$ cat src/bootLoad_cfg.svh
`ifndef BOOT_LOAD_CFG_SVH
`define BOOT_LOAD_CFG_SVH

// On-chip program RAM depth in 32-bit words
`define BOOT_RAM_WORDS 256

// Address bits needed to index the RAM
`define BOOT_RAM_AW 8

// Word address sent to storage after the command byte
`define BOOT_FLASH_AW 24

// Clock cycles per half SPI clock period
`define BOOT_SPI_DIV 2

// Plain serial flash read opcode
`define BOOT_READ_CMD 8'h03

`endif

$ cat src/bootPkg.sv
`include "bootLoad_cfg.svh"

package bootPkg;

    typedef logic [31:0] wordT;
    typedef logic [`BOOT_RAM_AW-1:0] ramAddrT;
    typedef logic [`BOOT_FLASH_AW-1:0] flashAddrT;

    // Loader asks the SPI reader for one storage word
    typedef struct packed {
        flashAddrT addr;
    } readReqT;

    typedef struct packed {
        wordT data;
    } readRspT;

    // Loader write into program RAM
    typedef struct packed {
        ramAddrT addr;
        wordT    data;
    } ramWriteT;

    // Host access, write flag set means store
    typedef struct packed {
        logic    write;
        ramAddrT addr;
        wordT    data;
    } hostReqT;

    typedef enum logic [1:0] {idle, shift, done} spiStateT;

    typedef enum logic [2:0] {
        fetchLength,
        waitLength,
        fetchWord,
        waitWord,
        booted
    } loadStateT;

endpackage

$ cat src/spiWordReader.sv
`timescale 1ns/1ps
`include "bootLoad_cfg.svh"

module spiWordReader (
    input  logic             Clock,
    input  logic             rst,
    input  bootPkg::readReqT readReq,
    input  logic             readReqValid,
    output logic             readReqReady,
    output bootPkg::readRspT readRsp,
    output logic             readRspValid,
    input  logic             readRspReady,
    output logic             spiCs,
    output logic             spiSclk,
    output logic             spiMosi,
    input  logic             spiMiso
);

    // Command byte, 24 address bits, 32 data bits
    localparam int FrameBits = 64;
    localparam int BitW = $clog2(FrameBits);
    localparam int DivW = $clog2(`BOOT_SPI_DIV + 1);
    localparam logic [DivW-1:0] DivMax = DivW'(`BOOT_SPI_DIV);

    bootPkg::spiStateT state;
    logic [DivW-1:0] divCnt;
    logic [BitW-1:0] bitCnt;
    logic [FrameBits-1:0] txShift;
    bootPkg::wordT rxData;

    logic halfDone;
    logic riseEdge;
    logic fallEdge;
    logic lastBit;
    logic reqFire;

    assign halfDone = (state == bootPkg::shift) && (divCnt == DivMax);
    assign riseEdge = halfDone && !spiSclk;
    assign fallEdge = halfDone && spiSclk;
    assign lastBit = (bitCnt == BitW'(FrameBits - 1));

    assign readReqReady = (state == bootPkg::idle);
    assign reqFire = readReqValid && readReqReady;

    assign readRsp = '{data: rxData};

    // Mode 0, MSB of the frame always sits on the line
    assign spiMosi = txShift[FrameBits-1];

    always_ff @(posedge Clock) begin
        if (rst) begin
            state <= bootPkg::idle;
            divCnt <= '0;
            bitCnt <= '0;
            spiCs <= 1'b1;
            spiSclk <= 1'b0;
            readRspValid <= 1'b0;
        end else begin
            case (state)
                bootPkg::idle: begin
                    if (readReqValid) begin
                        state <= bootPkg::shift;
                        spiCs <= 1'b0;
                        divCnt <= '0;
                        bitCnt <= '0;
                    end
                end
                bootPkg::shift: begin
                    // Counter restarts at 1, so the first half period gets
                    // one extra cycle of chip-select setup
                    if (halfDone) begin
                        divCnt <= DivW'(1);
                        spiSclk <= ~spiSclk;
                    end else begin
                        divCnt <= divCnt + 1'b1;
                    end
                    if (fallEdge) begin
                        bitCnt <= bitCnt + 1'b1;
                        if (lastBit) begin
                            state <= bootPkg::done;
                            spiCs <= 1'b1;
                        end
                    end
                end
                bootPkg::done: begin
                    // One cycle of cs high before the word is offered
                    if (!readRspValid) begin
                        readRspValid <= 1'b1;
                    end else if (readRspReady) begin
                        readRspValid <= 1'b0;
                        state <= bootPkg::idle;
                    end
                end
                default: begin
                    state <= bootPkg::idle;
                end
            endcase
        end
    end

    always_ff @(posedge Clock) begin
        if (reqFire) begin
            txShift <= {`BOOT_READ_CMD, readReq.addr, 32'h0};
        end else if (fallEdge) begin
            txShift <= {txShift[FrameBits-2:0], 1'b0};
        end

        // Data phase is the upper half of the bit index
        if (riseEdge && bitCnt[BitW-1]) begin
            rxData <= {rxData[30:0], spiMiso};
        end
    end

endmodule
$ cat config.mk
export PLATFORM = sky130hd
export DESIGN_NAME = spiWordReader
export DESIGN_NICKNAME = d
export VERILOG_FILES = /design/src/bootPkg.sv /design/src/spiWordReader.sv
export VERILOG_INCLUDE_DIRS = /design/src
export SDC_FILE = /design/constraint.sdc
export NUM_CORES = 1
export LEC_CHECK = 0
export BUFFER_PORTS_ARGS = -buffer_cell sky130_fd_sc_hd__buf_2
export CORE_ASPECT_RATIO = 1.1
export CORE_MARGIN = 3
export CORE_UTILIZATION = 50
export CTS_BUF_LIST = sky130_fd_sc_hd__clkbuf_2
export DETAILED_ROUTE_END_ITERATION = 6
export HOLD_SLACK_MARGIN = 0.05
export PLACE_DENSITY = 0.75
export SYNTH_ARGS = -nofsm -noshare
export SYNTH_HDL_FRONTEND = slang
export SYNTH_SLANG_ARGS = --single-unit
$ cat constraint.sdc
create_clock -name Clock -period 4.1 [get_ports Clock]
set_input_delay 0.615 -clock Clock [delete_from_list [all_inputs] [get_ports Clock]]
set_output_delay 0.615 -clock Clock [all_outputs]
set_load 0.005 [all_outputs]
==> qor.yml <==
critical_path:
  reg2reg_to: "txShift[42]"
  r2r_setup_slack_ps: 1600
  max_stage_delay_ps: 1120
  critPathBufInv: 0
  reg2reg_depth: 2
  cp_slowest_cell: "o21ai_2"
  crit_arrival_ps: 2630
  crit_type: "flop to flop"
  start_kind: "flop"
  cp_cell_sequence: "nand4bb_1 > o21ai_2"
  worst-path-max-fanout: 24
  crit_family: "compound AO/OA/AOI/OAI gates"
  required_ps: 4230
  rr_startpoint: "state[1]"
  end_kind: "flop"
  cp_num_cells: 2
route:
  first_pass_iters: 4
  final_antenna_net_count: 0
  drc: 0
  wire_per_inst_um: 12.77
  drt-vias-per-instance: 5.000
  routed_wl_mm: 4.918
  vias: 1925
  drt_iter0_drc: 160
clock_network:
  post_cts_buffers: 0
  cts_tree: "yes"
  clock-sinks: 77
  path_clk_slew_ps: 210
  root_buffer: "clkbuf_2"
  max-clock-path-buffers: 2
  post_cts_resized: 0
  h-tree-depth: 3
  insertion_delay_ps: 490
  cts_buffers: 9
  postCtsHoldBufs: 0
synth:
  synth_edf_count: 56
  postSynthNetCount: 269
  synth_warnings: 0
  yosysMostFrequentCell: "nand2_1"
  synthTopCellsByArea: "edfxtp_1 (58%), dfxtp_1 (15%), nand2_1 (9.8%)"
  async_flop_share_pct: 0
  synth_top_area_share_pct: 58.31
  postSynthCellCount: 239
  avgSynthCellArea_um2: 12.07
  seq_area_frac_synth_pct: 72.89
  ys_types: 29
  ys_ff_latch: 77
  synth_top_cell_by_area: "edfxtp_1"
  yosys-top-cells-count: "nand2_1 (75), edfxtp_1 (56), dfxtp_1 (21)"
  syn_area_um2: 2884
  synth-main-ff-cell: "edfxtp_1"
finish:
  fin_nets: 335
  area_growth_pct: 18.83
  diodes: 0
  final_util_pct: 62.71
  nFillCells: 485
  stdcell_count: 385
  drive_above_1_share_pct: 28.39
  final_area_um2: 3427
timing:
  period_share_pct: 60.99
  relSlewSlack_pct: 22.61
  slew_viol_final: 0
  skew_ps: 15.52
  tightest_slew_ps: 1161
  hold_viol: 0
  setup_tns_ps: 0
  setup_violations: 0
  fin_crit_ps: 2501
  grt_setup_unrepaired: "false"
  clock.fmax_ghz: 0.3999
placed_design:
  port_buffers: 65
  dp_hpwl_mm: 3.188
  postPlaceCellArea_um2: 3282
  gp_congestion: 0.7654
  dp_cells: 369
grt:
  grt_busiest_layer: "met2"
  grt_usage_pct: 15.82
  grt_pass1_wl_mm: 8.086
  antenna_found_initial: 0
  grt_max_degree: 34
  grtUsageMet1_pct: 21.60
  grt_overflow: 0
  grt_pass1_vias: 1743
  grt_use_met3_pct: 3.782
  met2_usage_pct: 22.90
floorplan:
  ios: 66
  die_x_um: 78.42
  rows: 28
  initial_core_util_pct: 52.77
  die_area_um2: 6717
  die_h_um: 85.66
  coreArea_um2: 5465
power:
  power_density_nw_per_um2: 413.7
  leakagePower_uw: 0.001391
  irDropWorstVdd_mv: 0.2882
min_path:
  hold-path-cell-count: 1
  worstHoldStart: "spiMiso"
  hp-class: "input pin to flop"
  whs_endpoint: "readRsp[0]"
run:
  maxCapViolations: 0
status:
  status: "complete, no violations"
## cell type report
type,instances,area [um^2],area share (%)
well taps,75,93.84,2.738
repair buffers,68,347.8,10.15
inverters,3,11.26,0.3286
multi-input cells,146,726.9,21.21
flip-flops and latches,77,2102,61.34
clock buffers,9,45.04,1.314
clock inverters,7,100.1,2.921
## report_power, final
group          switching (uW)  internal [uW]
logic                    48.0           30.6
clock network             263            205
registers                8.64            862
## worst reg2reg max path, stage by stage (launching register included)
cell and delay (ps):
dfxtp_1 400, nand4bb_1 600, o21ai_2 1120
## flip-flops by register name, indices dropped and copies added (netlist names)
| register | cells |
|---|---|
| txShift | 32 |
| bitCnt | 6 |
| spiCs | 1 |
| divCnt | 2 |
| readRsp | 32 |
| readRspValid | 1 |
| state | 2 |
| spiSclk | 1 |
## cell usage in the layout (no fill, tap or decap)
cell type  Yosys  layout
and4bb_2       1       1
nand4bb_1      1       1
xnor2_1        1       1
inv_1          3       3
buf_4          0       3
nand3_1       16      16
nor3b_2        0       1
dfxtp_1       21      21
nand3b_1       2       2
or3_1          4       4
a21oi_1       14      14
or3b_1         1       1
clkinv_2       0       1
clkbuf_2       0       9
ha_1           1       1
and3_1         1       1
edfxtp_1      56      56
o21ai_0       11      10
o211a_1        1       1
o211ai_1       1       1
and2b_1        1       1
and2b_2        1       1
or4_1          1       1
clkinv_4       0       4
nor2_1         3       3
o31ai_1        1       1
mux2i_1        3       3
and2_1         1       1
and4_1         1       1
bufinv_16      0       2
buf_2          3      65
nand4_1        3       3
nand2_1       75      75
o21ai_2        0       1
## routing by layer
layer	vias to the layer above	part of all wire, %
li1	973	-
met1	892	46
met2	53	48
met3	7	4.8
met4	0	1.2
met5	-	0
## stage by stage
step                setup WS [ps]  hold slack, ps  total power, uW
detailed placement           1580           429.7            967.0
global route                 1224           230.8             1482
finish                       1599           290.2             1418
CTS                          1550           236.3             1432
floorplan                    1110           440.3            938.0
global placement             1679           423.8            964.6
## worst max path at each step
stage	to	start	slack [ps]
2_1_floorplan	txShift[32]	state[1]	1110
3_3_place_gp	txShift[39]	state[1]	1680
3_5_place_dp	txShift[40]	state[0]	1580
4_1_cts	txShift[39]	state[1]	1550
5_1_grt	txShift[54]	state[0]	1220
6_report	txShift[42]	state[1]	1600
## kinds of logic after synthesis
kind of cell,count (synthesis),synth area share (%)
AND/OR/NAND/NOR,113,17.92
buffers and inverters,16,2.213
flip-flops,77,72.88
multiplexers,3,1.041
adder cells (fa/ha/maj),1,0.4338
AO/OA/AOI/OAI,28,5.206
XOR/XNOR,1,0.3037
Note: power is estimated with default switching activity, not from simulation.
