**config.mk**
```make
export PLATFORM = sky130hd
export DESIGN_NAME = imageLoader
export DESIGN_NICKNAME = d
export VERILOG_FILES = /design/src/bootPkg.sv /design/src/imageLoader.sv
export VERILOG_INCLUDE_DIRS = /design/src
export SDC_FILE = /design/constraint.sdc
export NUM_CORES = 1
export LEC_CHECK = 0
export ABC_CLOCK_PERIOD_IN_PS = 2800
export BUFFER_PORTS_ARGS = -buffer_cell sky130_fd_sc_hd__buf_2
export CAP_MARGIN = 20
export CORE_MARGIN = 4
export CORE_UTILIZATION = 40
export CTS_BUF_LIST = sky130_fd_sc_hd__clkbuf_4
export CTS_CLUSTER_DIAMETER = 80
export DETAILED_ROUTE_END_ITERATION = 12
export PLACE_DENSITY = 0.75
export RECOVER_POWER = 25
export SLEW_MARGIN = 15
export SYNTH_ARGS = -nofsm -noshare
export SYNTH_HDL_FRONTEND = slang
export SYNTH_SLANG_ARGS = --single-unit
```
**constraint.sdc**
```tcl
create_clock -name Clock -period 2.8 [get_ports Clock]
set_clock_uncertainty 0.15 [all_clocks]
set_input_delay 0.28 -clock Clock [delete_from_list [all_inputs] [get_ports Clock]]
set_output_delay 0.28 -clock Clock [all_outputs]
set_load 0.03 [all_outputs]
```
**src/bootLoad_cfg.svh**
```systemverilog
`ifndef BOOT_LOAD_CFG_SVH
`define BOOT_LOAD_CFG_SVH

// On-chip program RAM depth in 32-bit words
`define BOOT_RAM_WORDS 256

// Address bits needed to index the RAM
`define BOOT_RAM_AW 8

// Word address sent to storage after the command byte
`define BOOT_FLASH_AW 24

// Clock cycles per half SPI clock period
`define BOOT_SPI_DIV 2

// Plain serial flash read opcode
`define BOOT_READ_CMD 8'h03

`endif

```
**src/bootPkg.sv**
```systemverilog
`include "bootLoad_cfg.svh"

package bootPkg;

    typedef logic [31:0] wordT;
    typedef logic [`BOOT_RAM_AW-1:0] ramAddrT;
    typedef logic [`BOOT_FLASH_AW-1:0] flashAddrT;

    // Loader asks the SPI reader for one storage word
    typedef struct packed {
        flashAddrT addr;
    } readReqT;

    typedef struct packed {
        wordT data;
    } readRspT;

    // Loader write into program RAM
    typedef struct packed {
        ramAddrT addr;
        wordT    data;
    } ramWriteT;

    // Host access, write flag set means store
    typedef struct packed {
        logic    write;
        ramAddrT addr;
        wordT    data;
    } hostReqT;

    typedef enum logic [1:0] {idle, shift, done} spiStateT;

    typedef enum logic [2:0] {
        fetchLength,
        waitLength,
        fetchWord,
        waitWord,
        booted
    } loadStateT;

endpackage

```
**src/imageLoader.sv**
```systemverilog
`timescale 1ns/1ps
`include "bootLoad_cfg.svh"

module imageLoader (
    input  logic              Clock,
    input  logic              rst,
    output bootPkg::readReqT  readReq,
    output logic              readReqValid,
    input  logic              readReqReady,
    input  bootPkg::readRspT  readRsp,
    input  logic              readRspValid,
    output logic              readRspReady,
    output bootPkg::ramWriteT ramWrite,
    output logic              ramWriteValid,
    output logic              booted
);

    // Remaining count must hold the full RAM depth
    localparam int CountW = $clog2(`BOOT_RAM_WORDS + 1);
    localparam bootPkg::wordT MaxWords = `BOOT_RAM_WORDS;

    bootPkg::loadStateT state;
    bootPkg::flashAddrT reqAddr;
    bootPkg::flashAddrT wordIdx;
    logic [CountW-1:0] remaining;

    logic reqFire;
    logic rspFire;

    assign reqFire = readReqValid && readReqReady;
    assign rspFire = readRspValid && readRspReady;

    assign readReq = '{addr: reqAddr};
    assign readRspReady = (state == bootPkg::waitLength) || (state == bootPkg::waitWord);
    assign booted = (state == bootPkg::booted);

    // Storage word k lands at RAM word k-1
    assign wordIdx = reqAddr - 1'b1;
    assign ramWriteValid = rspFire && (state == bootPkg::waitWord);
    assign ramWrite = '{addr: wordIdx[`BOOT_RAM_AW-1:0], data: readRsp.data};

    always_ff @(posedge Clock) begin
        if (rst) begin
            state <= bootPkg::fetchLength;
            reqAddr <= '0;
            readReqValid <= 1'b0;
            remaining <= '0;
        end else begin
            case (state)
                bootPkg::fetchLength: begin
                    if (reqFire) begin
                        readReqValid <= 1'b0;
                        state <= bootPkg::waitLength;
                    end else begin
                        readReqValid <= 1'b1;
                    end
                end
                bootPkg::waitLength: begin
                    if (rspFire) begin
                        if (readRsp.data == '0) begin
                            state <= bootPkg::booted;
                        end else begin
                            state <= bootPkg::fetchWord;
                            reqAddr <= bootPkg::flashAddrT'(1);
                            readReqValid <= 1'b1;
                            // Oversized images are cut at the RAM depth
                            if (readRsp.data > MaxWords) begin
                                remaining <= CountW'(`BOOT_RAM_WORDS);
                            end else begin
                                remaining <= readRsp.data[CountW-1:0];
                            end
                        end
                    end
                end
                bootPkg::fetchWord: begin
                    if (reqFire) begin
                        readReqValid <= 1'b0;
                        state <= bootPkg::waitWord;
                    end
                end
                bootPkg::waitWord: begin
                    if (rspFire) begin
                        remaining <= remaining - 1'b1;
                        if (remaining == CountW'(1)) begin
                            state <= bootPkg::booted;
                        end else begin
                            // Next request goes out while the RAM takes this word
                            reqAddr <= reqAddr + 1'b1;
                            readReqValid <= 1'b1;
                            state <= bootPkg::fetchWord;
                        end
                    end
                end
                bootPkg::booted: begin
                    // Parked until the next reset
                    readReqValid <= 1'b0;
                end
                default: begin
                    state <= bootPkg::fetchLength;
                end
            endcase
        end
    end

endmodule

```
==> Flow_metrics.wiki, run 1 <==
{| class="wikitable"
! Metric !! Value
|-
| # nets final || 421
|-
| Detail-routed via count per cell || 5.686
|-
| # fillers || 653
|-
| Max Buffers Root-to-Sink || 2
|-
| Cts bufs inserted || 5
|-
| Reported leakage power || 1.142 nW
|-
| Area contributors post-synth || sky130_fd_sc_hd__dfxtp_1 29%, sky130_fd_sc_hd__buf_4 11%, sky130_fd_sc_hd__a21oi_1 5.8%, sky130_fd_sc_hd__o31ai_1 3.8%, sky130_fd_sc_hd__or4_1 3.2%
|-
| Count of flip-flops with a built-in enable after synthesis || 0
|-
| Drt drc || 0
|-
| Async SR Flop Fraction || 0
|-
| Class of the most critical setup path || reg -> out
|-
| Critical path data arrival time || 2.08 ns
|-
| Result of the run || complete, no violations
|-
| Height of the die || 88.49 um
|-
| Critical Path RT || 2.37 ns
|-
| Count of endpoints failing hold in the final timing report || 0
|-
| Synth Area per Inst || 8.200 um^2
|-
| Hold WC Path Type || in -> reg
|-
| Post-CTS clock slew at the launch and capture registers of the worst setup and hold paths || 0.12 ns
|-
| Clock root buffer || sky130_fd_sc_hd__clkbuf_4
|-
| Largest voltage drop on the vdd net || 340.4 uV
|-
| Antenna violations before repair || 0
|-
| Number of synthesis warnings || 0
|-
| Library cell contributing the largest single delay on the critical path || sky130_fd_sc_hd__or4_2
|-
| Count of different cell masters after synthesis || 55
|-
| Cells after synthesis || 316
|-
| Minimum clock period || 2.510 ns
|-
| Width of the die || 88.49 um
|-
| Total overflow reported by the global router || 0
|-
| Nets in the synthesized netlist || 356
|-
| Max-capacitance violation count || 0
|-
| Most used DFF post-synth || sky130_fd_sc_hd__dfxtp_1
|-
| Area leader, netlist || sky130_fd_sc_hd__dfxtp_1
|-
| Remaining number of nets flagged by the antenna check after routing || 0
|-
| Number of global-route vias before repair || 2394
|-
| CTS tree || yes
|-
| Proportion of synthesized chip area in sequential cells || 0.2859
|-
| Number of buffers inserted for hold repair after clock tree synthesis || 0
|-
| Max Fanout on Critical Path || 10
|-
| Final setup viols || 0
|-
| Largest net degree at the start of global routing || 38
|-
| Share of cells above drive strength 1 || 0.2880
|-
| Filler-free cell count of the finished design || 459
|-
| Slew at the pin closest to its max-slew limit || 0.7257 ns
|-
| Post-detailed-routing wire length || 6532 um
|-
| Kind of start point of the critical path || register
|-
| Worst relative slew slack || 0.5094
|-
| RSZ-0062 raised after global routing || false
|-
| Final Max Slew Viols || 0
|-
| Resized cells post-CTS || 0
|-
| Post-synthesis cell area || 0.002591 mm^2
|-
| Global-route wire length before repair || 10830 um
|-
| Number of buffers added on ports || 103
|-
| Area overhead of the layout relative to synthesis || 13.18%
|-
| Cell chain of the critical path || or4_2 > nor4_1 > xnor2_1 > buf_2
|-
| Effective utilization at floorplan || 0.4104
|-
| Maximum level of the CTS H-tree || 2
|-
| Total global routing track utilization || 0.1695
|-
| Sum of negative setup slack || 0 ns
|-
| Flops & latches, synth || 37
|-
| Core area || 0.006314 mm^2
|-
| DRC marker count from the first detailed-route iteration || 117
|-
| HPWL after detailed placement || 5011 um
|-
| Insertion delay of the later-clocked pin in the worst-skew pair || 0.34 ns
|-
| Area of the die || 0.007830 mm^2
|-
| Ratio of total power to cell area || 389.2 mW/mm^2
|-
| Router iterations before antenna repair || 4
|-
| Share of Yosys cell area claimed by the top area cell type || 0.2859
|-
| Setup Buffers After CTS || 0
|-
| Final clock period utilization by the worst path || 0.8963
|-
| Most instantiated library cell after synthesis || sky130_fd_sc_hd__buf_4
|-
| Weighted congestion reported at the end of routability-driven placement || 0.7978
|-
| Total via count in the routed design || 2610
|-
| Post-detailed-route wirelength per cell || 14.23 um
|-
| Cells after DPL || 451
|-
| Total power consumption of the routed design || 0.001141 W
|-
| Number of inserted diodes || 0
|-
| Clk sink count || 37
|-
| Slowest Stage Delay on Critical Path || 0.69 ns
|-
| Top Ports || 104
|-
| Worst setup EP type || output port
|-
| Cell Rows || 29
|-
| Most instantiated cells after synthesis || 38 x sky130_fd_sc_hd__buf_4, 37 x sky130_fd_sc_hd__dfxtp_1, 30 x sky130_fd_sc_hd__a21oi_1, 20 x sky130_fd_sc_hd__nand2_1, 14 x sky130_fd_sc_hd__nor2_1
|-
| Achievable Freq || 398.5 MHz
|}
==> layout make-up <==
class / count / area, um^2 / share of cell area
well taps: 77 / 96.34 / 0.03285
flip-flops and latches: 37 / 740.7 / 0.2526
clock inverters: 3 / 41.29 / 0.01408
multi-input cells: 219 / 1466 / 0.5000
repair buffers: 106 / 505.5 / 0.1724
inverters: 12 / 45.04 / 0.01536
clock buffers: 5 / 37.54 / 0.01280
==> critical path: cells and delay by family (launching register included) <==
kind	cells	cell delay, ns
AND/OR/NAND/NOR	2	0.95
flip-flops	1	0.43
buffers and inverters	1	0.22
XOR/XNOR	1	0.15
==> logic make-up after synthesis <==
group,Yosys count,share of synthesized area
and+or+nand+nor,122,0.3028
AOI/OAI and AO/OA,84,0.2115
buffers and inverters,60,0.1502
DFF,37,0.2859
xor gates and xnor gates,9,0.03042
adders and majority gates,4,0.01932
==> layout by cell type (no fill, tap or decap), drive strengths merged, types with 6 or more instances in the layout <==
cell type / n
nor2: 14
or4: 12
nand3: 10
a21oi: 30
buf: 80
or3: 12
nand2: 21
xor2: 7
nor3: 9
o21ai: 18
inv: 12
clkbuf: 31
dfxtp: 37
nor4: 14
nand4: 6
o31ai: 15
==> power by group <==
group / internal [W] / switching (W) / leakage, nW
Clock: 0.000185 / 0.000189 / 0.0389
Combinational: 0.0000695 / 0.000150 / 0.804
Sequential: 0.000535 / 0.0000125 / 0.299
Total: 0.000790 / 0.000351 / 1.14
==> flip-flops by register name (all words and copies together) (netlist names) <==
name,flops
readReq,24
remaining,9
readReqValid,1
state,3
==> through the flow <==
stage               area [um^2]  setup WS [ns]    util  hold WS (ns)
floorplan                  2591         0.4746       -        0.3147
global placement           2887         0.5367  0.4572        0.3244
detailed placement         2887         0.5055  0.4572        0.3330
CTS                        2965         0.2827  0.4697       0.07773
global route               2933         0.1996  0.4645        0.1057
finish                     2933         0.2903  0.4645       0.08798
==> final timing paths <==
path,start,end,slack (ns),cells after the start
max,readReq[2],ramWrite[39],0.29,4
max reg2reg,remaining[1],readReq[5],0.49,8
min reg2reg,readReq[23],readReq[23],0.35,2
min,readRspValid,state[0],0.09,3
==> per-layer routing <==
| layer | vias up | share of wire | GRT usage |
|---|---|---|---|
| li1 | 1278 | - | - |
| met1 | 1230 | 0.43 | 0.2113 |
| met2 | 98 | 0.49 | 0.2998 |
| met3 | 4 | 0.071 | 0.03445 |
| met4 | 0 | 0.0064 | 0.03984 |
| met5 | - | 0 | 0 |
Power figures use the tool's default switching activity.
==> run 2: changes to the inputs <==
--- a/config.mk
+++ b/config.mk
@@ -14,6 +14,7 @@
 export CTS_BUF_LIST = sky130_fd_sc_hd__clkbuf_4
 export CTS_CLUSTER_DIAMETER = 80
 export DETAILED_ROUTE_END_ITERATION = 12
+export MAX_ROUTING_LAYER = met4
 export PLACE_DENSITY = 0.75
 export RECOVER_POWER = 25
 export SLEW_MARGIN = 15
==> Flow_metrics.wiki, run 2 (same netlist as run 1, synthesis figures left out) <==
{| class="wikitable"
! Metric !! Value
|-
| Minimum clock period || 2.511 ns (+0.001201 ns)
|-
| Height of the die || 88.49 um (unchanged)
|-
| Router iterations before antenna repair || 4 (unchanged)
|-
| Worst setup EP type || output port
|-
| Final setup viols || 0 (unchanged)
|-
| # fillers || 653 (unchanged)
|-
| Max Buffers Root-to-Sink || 2 (unchanged)
|-
| Number of buffers inserted for hold repair after clock tree synthesis || 0 (unchanged)
|-
| Post-detailed-routing wire length || 6530 um (about the same)
|-
| Final clock period utilization by the worst path || 0.8968 (about the same)
|-
| Number of inserted diodes || 0 (unchanged)
|-
| Worst slack on hold paths || 0.08821 ns (+0.0002320 ns)
|-
| Most common library cell in the layout ignoring fill and taps || sky130_fd_sc_hd__buf_2
|-
| Buf/Inv on CP || 1 (unchanged)
|-
| Commonest cells after routing, fill and taps aside || 77 x sky130_fd_sc_hd__buf_2, 37 x sky130_fd_sc_hd__dfxtp_1, 30 x sky130_fd_sc_hd__a21oi_1
|-
| Largest voltage drop on the vdd net || 339.9 uV (-0.16%)
|-
| Total via count in the routed design || 2593 (-0.65%)
|-
| Kind of start point of the critical path || register
|-
| Top Ports || 104 (unchanged)
|-
| Max Fanout on Critical Path || 10 (unchanged)
|-
| Worst relative slew slack || 0.5203 (+0.01084)
|-
| DRC marker count from the first detailed-route iteration || 123 (+5.1%)
|-
| Library cell contributing the largest single delay on the critical path || sky130_fd_sc_hd__or4_2
|-
| Width of the die || 88.49 um (unchanged)
|-
| Result of the run || complete, no violations
|-
| Final Max Slew Viols || 0 (unchanged)
|-
| Sum of negative setup slack || 0 ns (unchanged)
|-
| HPWL after detailed placement || 5011 um (unchanged)
|-
| Global-route wire length before repair || 10820 um (-0.13%)
|-
| Insertion delay of the later-clocked pin in the worst-skew pair || 0.34 ns (about the same)
|-
| Slew at the pin closest to its max-slew limit || 0.7096 ns (-0.01604 ns)
|-
| Number of global-route vias before repair || 2395 (+0.042%)
|-
| Cell Rows || 29 (unchanged)
|-
| Area overhead of the layout relative to synthesis || 13.18% (unchanged)
|-
| Cell chain of the critical path || or4_2 > nor4_1 > xnor2_1 > buf_2
|-
| Core area || 0.006314 mm^2 (unchanged)
|-
| Number of buffers added on ports || 103 (unchanged)
|-
| Core utilization of the finished layout || 0.4645 (unchanged)
|-
| Area used by sequential logic in the layout || 740.7 um^2 (unchanged)
|-
| Largest net degree at the start of global routing || 38 (unchanged)
|-
| Share of cells above drive strength 1 || 0.2880 (unchanged)
|-
| Critical path data arrival time || 2.08 ns (about the same)
|-
| Area occupied by multi-input gates || 0.001466 mm^2 (unchanged)
|-
| CTS tree || yes
|-
| Slowest Stage Delay on Critical Path || 0.69 ns (about the same)
|-
| Total overflow reported by the global router || 0 (unchanged)
|-
| Setup Buffers After CTS || 0 (unchanged)
|-
| Critical Path RT || 2.37 ns (about the same)
|-
| Total global routing track utilization || 0.1745 (+0.004978)
|-
| Maximum level of the CTS H-tree || 2 (unchanged)
|-
| Remaining number of nets flagged by the antenna check after routing || 0 (unchanged)
|-
| Weighted congestion reported at the end of routability-driven placement || 0.8092 (+1.4%)
|-
| Cts bufs inserted || 5 (unchanged)
|-
| Effective utilization at floorplan || 0.4104 (unchanged)
|-
| Hold WC Path Type || in -> reg
|-
| Cells after DPL || 451 (unchanged)
|-
| Max FFs per register || 24 (unchanged)
|-
| Resized cells post-CTS || 0 (unchanged)
|-
| Reported leakage power || 1.142 nW (unchanged)
|-
| Clk sink count || 37 (unchanged)
|-
| Post-detailed-route wirelength per cell || 14.23 um (about the same)
|-
| Antenna violations before repair || 0 (unchanged)
|-
| Drt drc || 0 (unchanged)
|-
| Filler-free cell count of the finished design || 459 (unchanged)
|-
| # nets final || 421 (unchanged)
|-
| Clock root buffer || sky130_fd_sc_hd__clkbuf_4
|-
| RSZ-0062 raised after global routing || false
|-
| Ratio of total power to cell area || 389.3 mW/mm^2 (about the same)
|-
| Max-capacitance violation count || 0 (unchanged)
|-
| Achievable Freq || 398.3 MHz (about the same)
|-
| Detail-routed via count per cell || 5.649 (-0.65%)
|-
| Post-CTS clock slew at the launch and capture registers of the worst setup and hold paths || 0.12 ns (about the same)
|-
| Count of endpoints failing hold in the final timing report || 0 (unchanged)
|-
| Total power consumption of the routed design || 0.001142 W (about the same)
|-
| Class of the most critical setup path || reg -> out
|-
| Family of cells with the greatest summed delay on the critical path || simple AND/OR/NAND/NOR gates
|-
| Area of the die || 0.007830 mm^2 (unchanged)
|}
[run 2: final cells by class]
type,count,area share
inverters,12,0.01536
clock buffers,5,0.01280
multi-input cells,219,0.5000
flip-flops and latches,37,0.2526
well taps,77,0.03285
clock inverters,3,0.01408
repair buffers,106,0.1724
[run 2: power breakdown]
group	total, W	switching (W)	internal, W
sequential	0.000548	0.0000124	0.000535
clock	0.000374	0.000190	0.000185
combinational	0.000219	0.000150	0.0000695
total	0.00114	0.000352	0.000790
[run 2: tightest hold or removal path, cell delays in order]
cell                       delay, ns
sky130_fd_sc_hd__buf_2          0.11
sky130_fd_sc_hd__nand2b_1       0.10
sky130_fd_sc_hd__a211oi_1       0.06
[run 2: path summary, 6_finish.rpt]
path / startpoint / endpoint / slack, ns / cells after the start
setup reg to reg: remaining[1] / readReq[5] / 0.50 / 8
setup / recovery: readReq[2] / ramWrite[39] / 0.29 / 4
hold / removal: readRspValid / state[0] / 0.09 / 3
hold reg to reg: readReq[23] / readReq[23] / 0.35 / 2
[run 2: through the flow]
step / setup WS (ns) / cell area, um^2
final: 0.2891 / 2933
after detailed placement: 0.5055 / 2887
after global routing: 0.1996 / 2933
after global placement: 0.5367 / 2887
after floorplan: 0.4746 / 2591
after CTS: 0.2827 / 2965
[run 2: routing by layer]
layer / up-vias / global-route usage / wire length, um
met4: 0 / 0.03984 / 40
li1: 1277 / - / -
met1: 1218 / 0.2102 / 2859
met2: 94 / 0.3018 / 3195
met3: 4 / 0.03259 / 435
met5: - / - / 0
==> run 3: changes to the inputs <==
--- a/config.mk
+++ b/config.mk
@@ -6,6 +6,7 @@
 export SDC_FILE = /design/constraint.sdc
 export NUM_CORES = 1
 export LEC_CHECK = 0
+export ABC_AREA = 1
 export ABC_CLOCK_PERIOD_IN_PS = 2800
 export BUFFER_PORTS_ARGS = -buffer_cell sky130_fd_sc_hd__buf_2
 export CAP_MARGIN = 20
@@ -15,7 +16,7 @@
 export CTS_CLUSTER_DIAMETER = 80
 export DETAILED_ROUTE_END_ITERATION = 12
 export MAX_ROUTING_LAYER = met4
-export PLACE_DENSITY = 0.75
+export PLACE_DENSITY = 0.73
 export RECOVER_POWER = 25
 export SLEW_MARGIN = 15
 export SYNTH_ARGS = -nofsm -noshare
==> Flow_metrics.wiki, run 3 <==
{| class="wikitable"
! Metric !! Value
|-
| Largest net degree at the start of global routing || 38 (unchanged)
|-
| Minimum clock period || 2.237 ns (-0.2740 ns)
|-
| Async SR Flop Fraction || 0 (unchanged)
|-
| Commonest cells after routing, fill and taps aside || 145 x sky130_fd_sc_hd__nand2_1, 104 x sky130_fd_sc_hd__nor2_1, 77 x sky130_fd_sc_hd__buf_2
|-
| Most instantiated library cell after synthesis || sky130_fd_sc_hd__nand2_1
|-
| Number of buffers inserted for hold repair after clock tree synthesis || 0 (unchanged)
|-
| Height of the die || 94.95 um (+7.3%)
|-
| Area contributors post-synth || sky130_fd_sc_hd__dfxtp_1 24%, sky130_fd_sc_hd__nand2_1 18%, sky130_fd_sc_hd__nor2_1 13%, sky130_fd_sc_hd__buf_4 8.4%, sky130_fd_sc_hd__a21oi_1 5.6%
|-
| Area of the die || 0.009016 mm^2 (+15%)
|-
| R2R Path Start || readReq[0]
|-
| Remaining number of nets flagged by the antenna check after routing || 0 (unchanged)
|-
| Count of different cell masters after synthesis || 29 (-47%)
|-
| Cells after synthesis || 500 (+58%)
|-
| Number of inserted diodes || 0 (unchanged)
|-
| DRC marker count from the first detailed-route iteration || 200 (+63%)
|-
| HPWL after detailed placement || 6171 um (+23%)
|-
| Worst flop-to-flop path endpoint || readReq[14]
|-
| Post-detailed-routing wire length || 8071 um (+24%)
|-
| Router iterations before antenna repair || 4 (unchanged)
|-
| Cts bufs inserted || 5 (unchanged)
|-
| Clock root buffer || sky130_fd_sc_hd__clkbuf_4
|-
| Kind of start point of the critical path || register
|-
| Most instantiated cells after synthesis || 145 x sky130_fd_sc_hd__nand2_1, 104 x sky130_fd_sc_hd__nor2_1, 37 x sky130_fd_sc_hd__dfxtp_1, 34 x sky130_fd_sc_hd__a21oi_1, 34 x sky130_fd_sc_hd__buf_4
|-
| Setup Slack @ Placement || 0.7015 ns (+0.1960 ns)
|-
| Setup ws final || 0.5631 ns (+0.2740 ns)
|-
| Post-CTS clock slew at the launch and capture registers of the worst setup and hold paths || 0.11 ns (about the same)
|-
| Max Buffers Root-to-Sink || 2 (unchanged)
|-
| Number of global-route vias before repair || 2779 (+16%)
|-
| Setup Buffers After CTS || 0 (unchanged)
|-
| Most common library cell in the layout ignoring fill and taps || sky130_fd_sc_hd__nand2_1
|-
| # nets final || 604 (+43%)
|-
| Slew at the pin closest to its max-slew limit || 0.6174 ns (-0.09220 ns)
|-
| Insertion delay of the later-clocked pin in the worst-skew pair || 0.35 ns (about the same)
|-
| Weighted congestion reported at the end of routability-driven placement || 0.9471 (+17%)
|-
| Most used DFF post-synth || sky130_fd_sc_hd__dfxtp_1
|-
| Flop-to-flop setup slack || 0.66 ns (+0.16 ns)
|-
| Result of the run || complete, no violations
|-
| RSZ-0062 raised after global routing || false
|-
| Drt drc || 0 (unchanged)
|-
| Cell area reported after detailed placement || 0.003328 mm^2 (+15%)
|-
| Global-route wire length before repair || 13010 um (+20%)
|-
| Max FFs per register || 24 (unchanged)
|-
| Logic depth of the worst register-to-register path || 8 (unchanged)
|-
| Largest voltage drop on the vdd net || 154.9 uV (-54%)
|-
| Proportion of synthesized chip area in sequential cells || 0.2449 (-0.04092)
|-
| Cell Rows || 31 (+6.9%)
|-
| Hold Crit Endpoint || state[0]
|-
| Resized cells post-CTS || 0 (unchanged)
|-
| Post-layout instance area || 0.003344 mm^2 (+14%)
|-
| Core utilization of the finished layout || 0.4586 (-0.005878)
|-
| Area leader, netlist || sky130_fd_sc_hd__dfxtp_1
|-
| Number of buffers added on ports || 103 (unchanged)
|-
| Synth Area per Inst || 6.048 um^2 (-26%)
|-
| Number of synthesis warnings || 0 (unchanged)
|-
| Post-synthesis cell area || 0.003024 mm^2 (+17%)
|-
| Effective utilization at floorplan || 0.4147 (+0.004298)
|-
| Area overhead of the layout relative to synthesis || 10.59%
|-
| Antenna violations before repair || 0 (unchanged)
|-
| Final Max Slew Viols || 0 (unchanged)
|-
| Nets in the synthesized netlist || 540 (+52%)
|-
| Critical Path RT || 2.37 ns (about the same)
|-
| Total overflow reported by the global router || 0 (unchanged)
|-
| Total power consumption of the routed design || 0.001303 W (+14%)
|-
| Count of endpoints failing hold in the final timing report || 0 (unchanged)
|-
| Worst relative slew slack || 0.5878 (+0.06753)
|-
| Top Ports || 104 (unchanged)
|-
| Width of the die || 94.95 um (+7.3%)
|-
| Reported leakage power || 1.341 nW (+17%)
|-
| Sum of negative setup slack || 0 ns (unchanged)
|-
| Clk sink count || 37 (unchanged)
|-
| Ratio of total power to cell area || 389.5 mW/mm^2 (about the same)
|-
| Max-capacitance violation count || 0 (unchanged)
|-
| Final setup viols || 0 (unchanged)
|-
| Critical path data arrival time || 1.81 ns (-0.27 ns)
|-
| Maximum level of the CTS H-tree || 2 (unchanged)
|-
| Count of flip-flops with a built-in enable after synthesis || 0 (unchanged)
|-
| # fillers || 821 (+26%)
|-
| Max Fanout on Critical Path || 7 (-3)
|-
| Achievable Freq || 447.1 MHz (+12%)
|-
| Core area || 0.007292 mm^2 (+15%)
|-
| Post-detailed-route wirelength per cell || 12.17 um (-14%)
|-
| Flops & latches, synth || 37 (unchanged)
|-
| Final clock period utilization by the worst path || 0.7989 (-0.09787)
|-
| Detail-routed via count per cell || 4.860 (-14%)
|-
| Share of cells above drive strength 1 || 0.1844 (-0.1036)
|-
| Share of Yosys cell area claimed by the top area cell type || 0.2449 (-0.04092)
|-
| Number of instances on the worst hold path || 4 (+1)
|-
| Hold WC Path Type || in -> reg
|-
| Worst setup EP type || output port
|-
| CTS tree || yes
|-
| Worst min-delay path startpoint || readRspValid
|-
| Class of the most critical setup path || reg -> out
|-
| Total global routing track utilization || 0.1834 (+0.008854)
|-
| Total via count in the routed design || 3222 (+24%)
|}
-- run 3: cell families after synthesis --
group	after synthesis	share of synthesized area
adder cells (fa/ha/maj)	4	0.01655
AO/OA/AOI/OAI	58	0.09805
AND/OR/NAND/NOR	301	0.4303
flip-flops	37	0.2449
buffers and inverters	81	0.1551
XOR/XNOR	19	0.05503
-- run 3: worst max-delay path, cell delays in order, from the launching register on --
cell and delay [ns]:
sky130_fd_sc_hd__dfxtp_1 0.41, sky130_fd_sc_hd__inv_1 0.18, sky130_fd_sc_hd__nand4_1 0.19, sky130_fd_sc_hd__nor3_1 0.21, sky130_fd_sc_hd__xor2_1 0.22, sky130_fd_sc_hd__buf_2 0.24
-- run 3: layer usage --
| layer | track usage | wire length, um | vias up |
|---|---|---|---|
| met5 | - | 0 | - |
| met2 | 0.2907 | 3770 | 76 |
| met3 | 0.02789 | 462 | 8 |
| met1 | 0.2451 | 3739 | 1462 |
| li1 | - | - | 1676 |
| met4 | 0.04447 | 99 | 0 |
-- run 3: final cells by class --
class	count	area, um^2	share of cell area
Sequential cell	37	740.7	0.2215
Clock inverter	1	3.754	0.001122
Inverter	35	133.9	0.04003
Tap cell	99	123.9	0.03704
Timing Repair Buffer	103	483.0	0.1444
Clock buffer	6	45.04	0.01347
Multi-Input combinational cell	382	1814	0.5425
-- run 3: metrics by stage --
stage,std cells,hold WS (ns)
3_5_place_dp,656,0.3255
2_1_floorplan,500,0.3030
3_3_place_gp,656,0.3201
4_1_cts,663,0.1490
6_report,663,0.1691
5_1_grt,663,0.1920
-- run 3: worst max-delay path by stage --
stage,startpoint,end,slack (ns),cells past startpoint
2_1_floorplan,readReq[0],ramWrite[38],0.56,5
3_3_place_gp,readReq[0],readReq[14],0.74,8
3_5_place_dp,readReq[0],readReq[14],0.70,8
4_1_cts,readReq[0],ramWrite[39],0.56,5
5_1_grt,readReq[0],ramWrite[38],0.43,6
6_report,readReq[0],ramWrite[39],0.56,5
-- run 3: report_power, final --
part           internal (W)  switching (W)  total [W]
registers          0.000552      0.0000310   0.000583
logic              0.000131       0.000309   0.000440
clock network      0.000101       0.000179   0.000280
total              0.000783       0.000519    0.00130
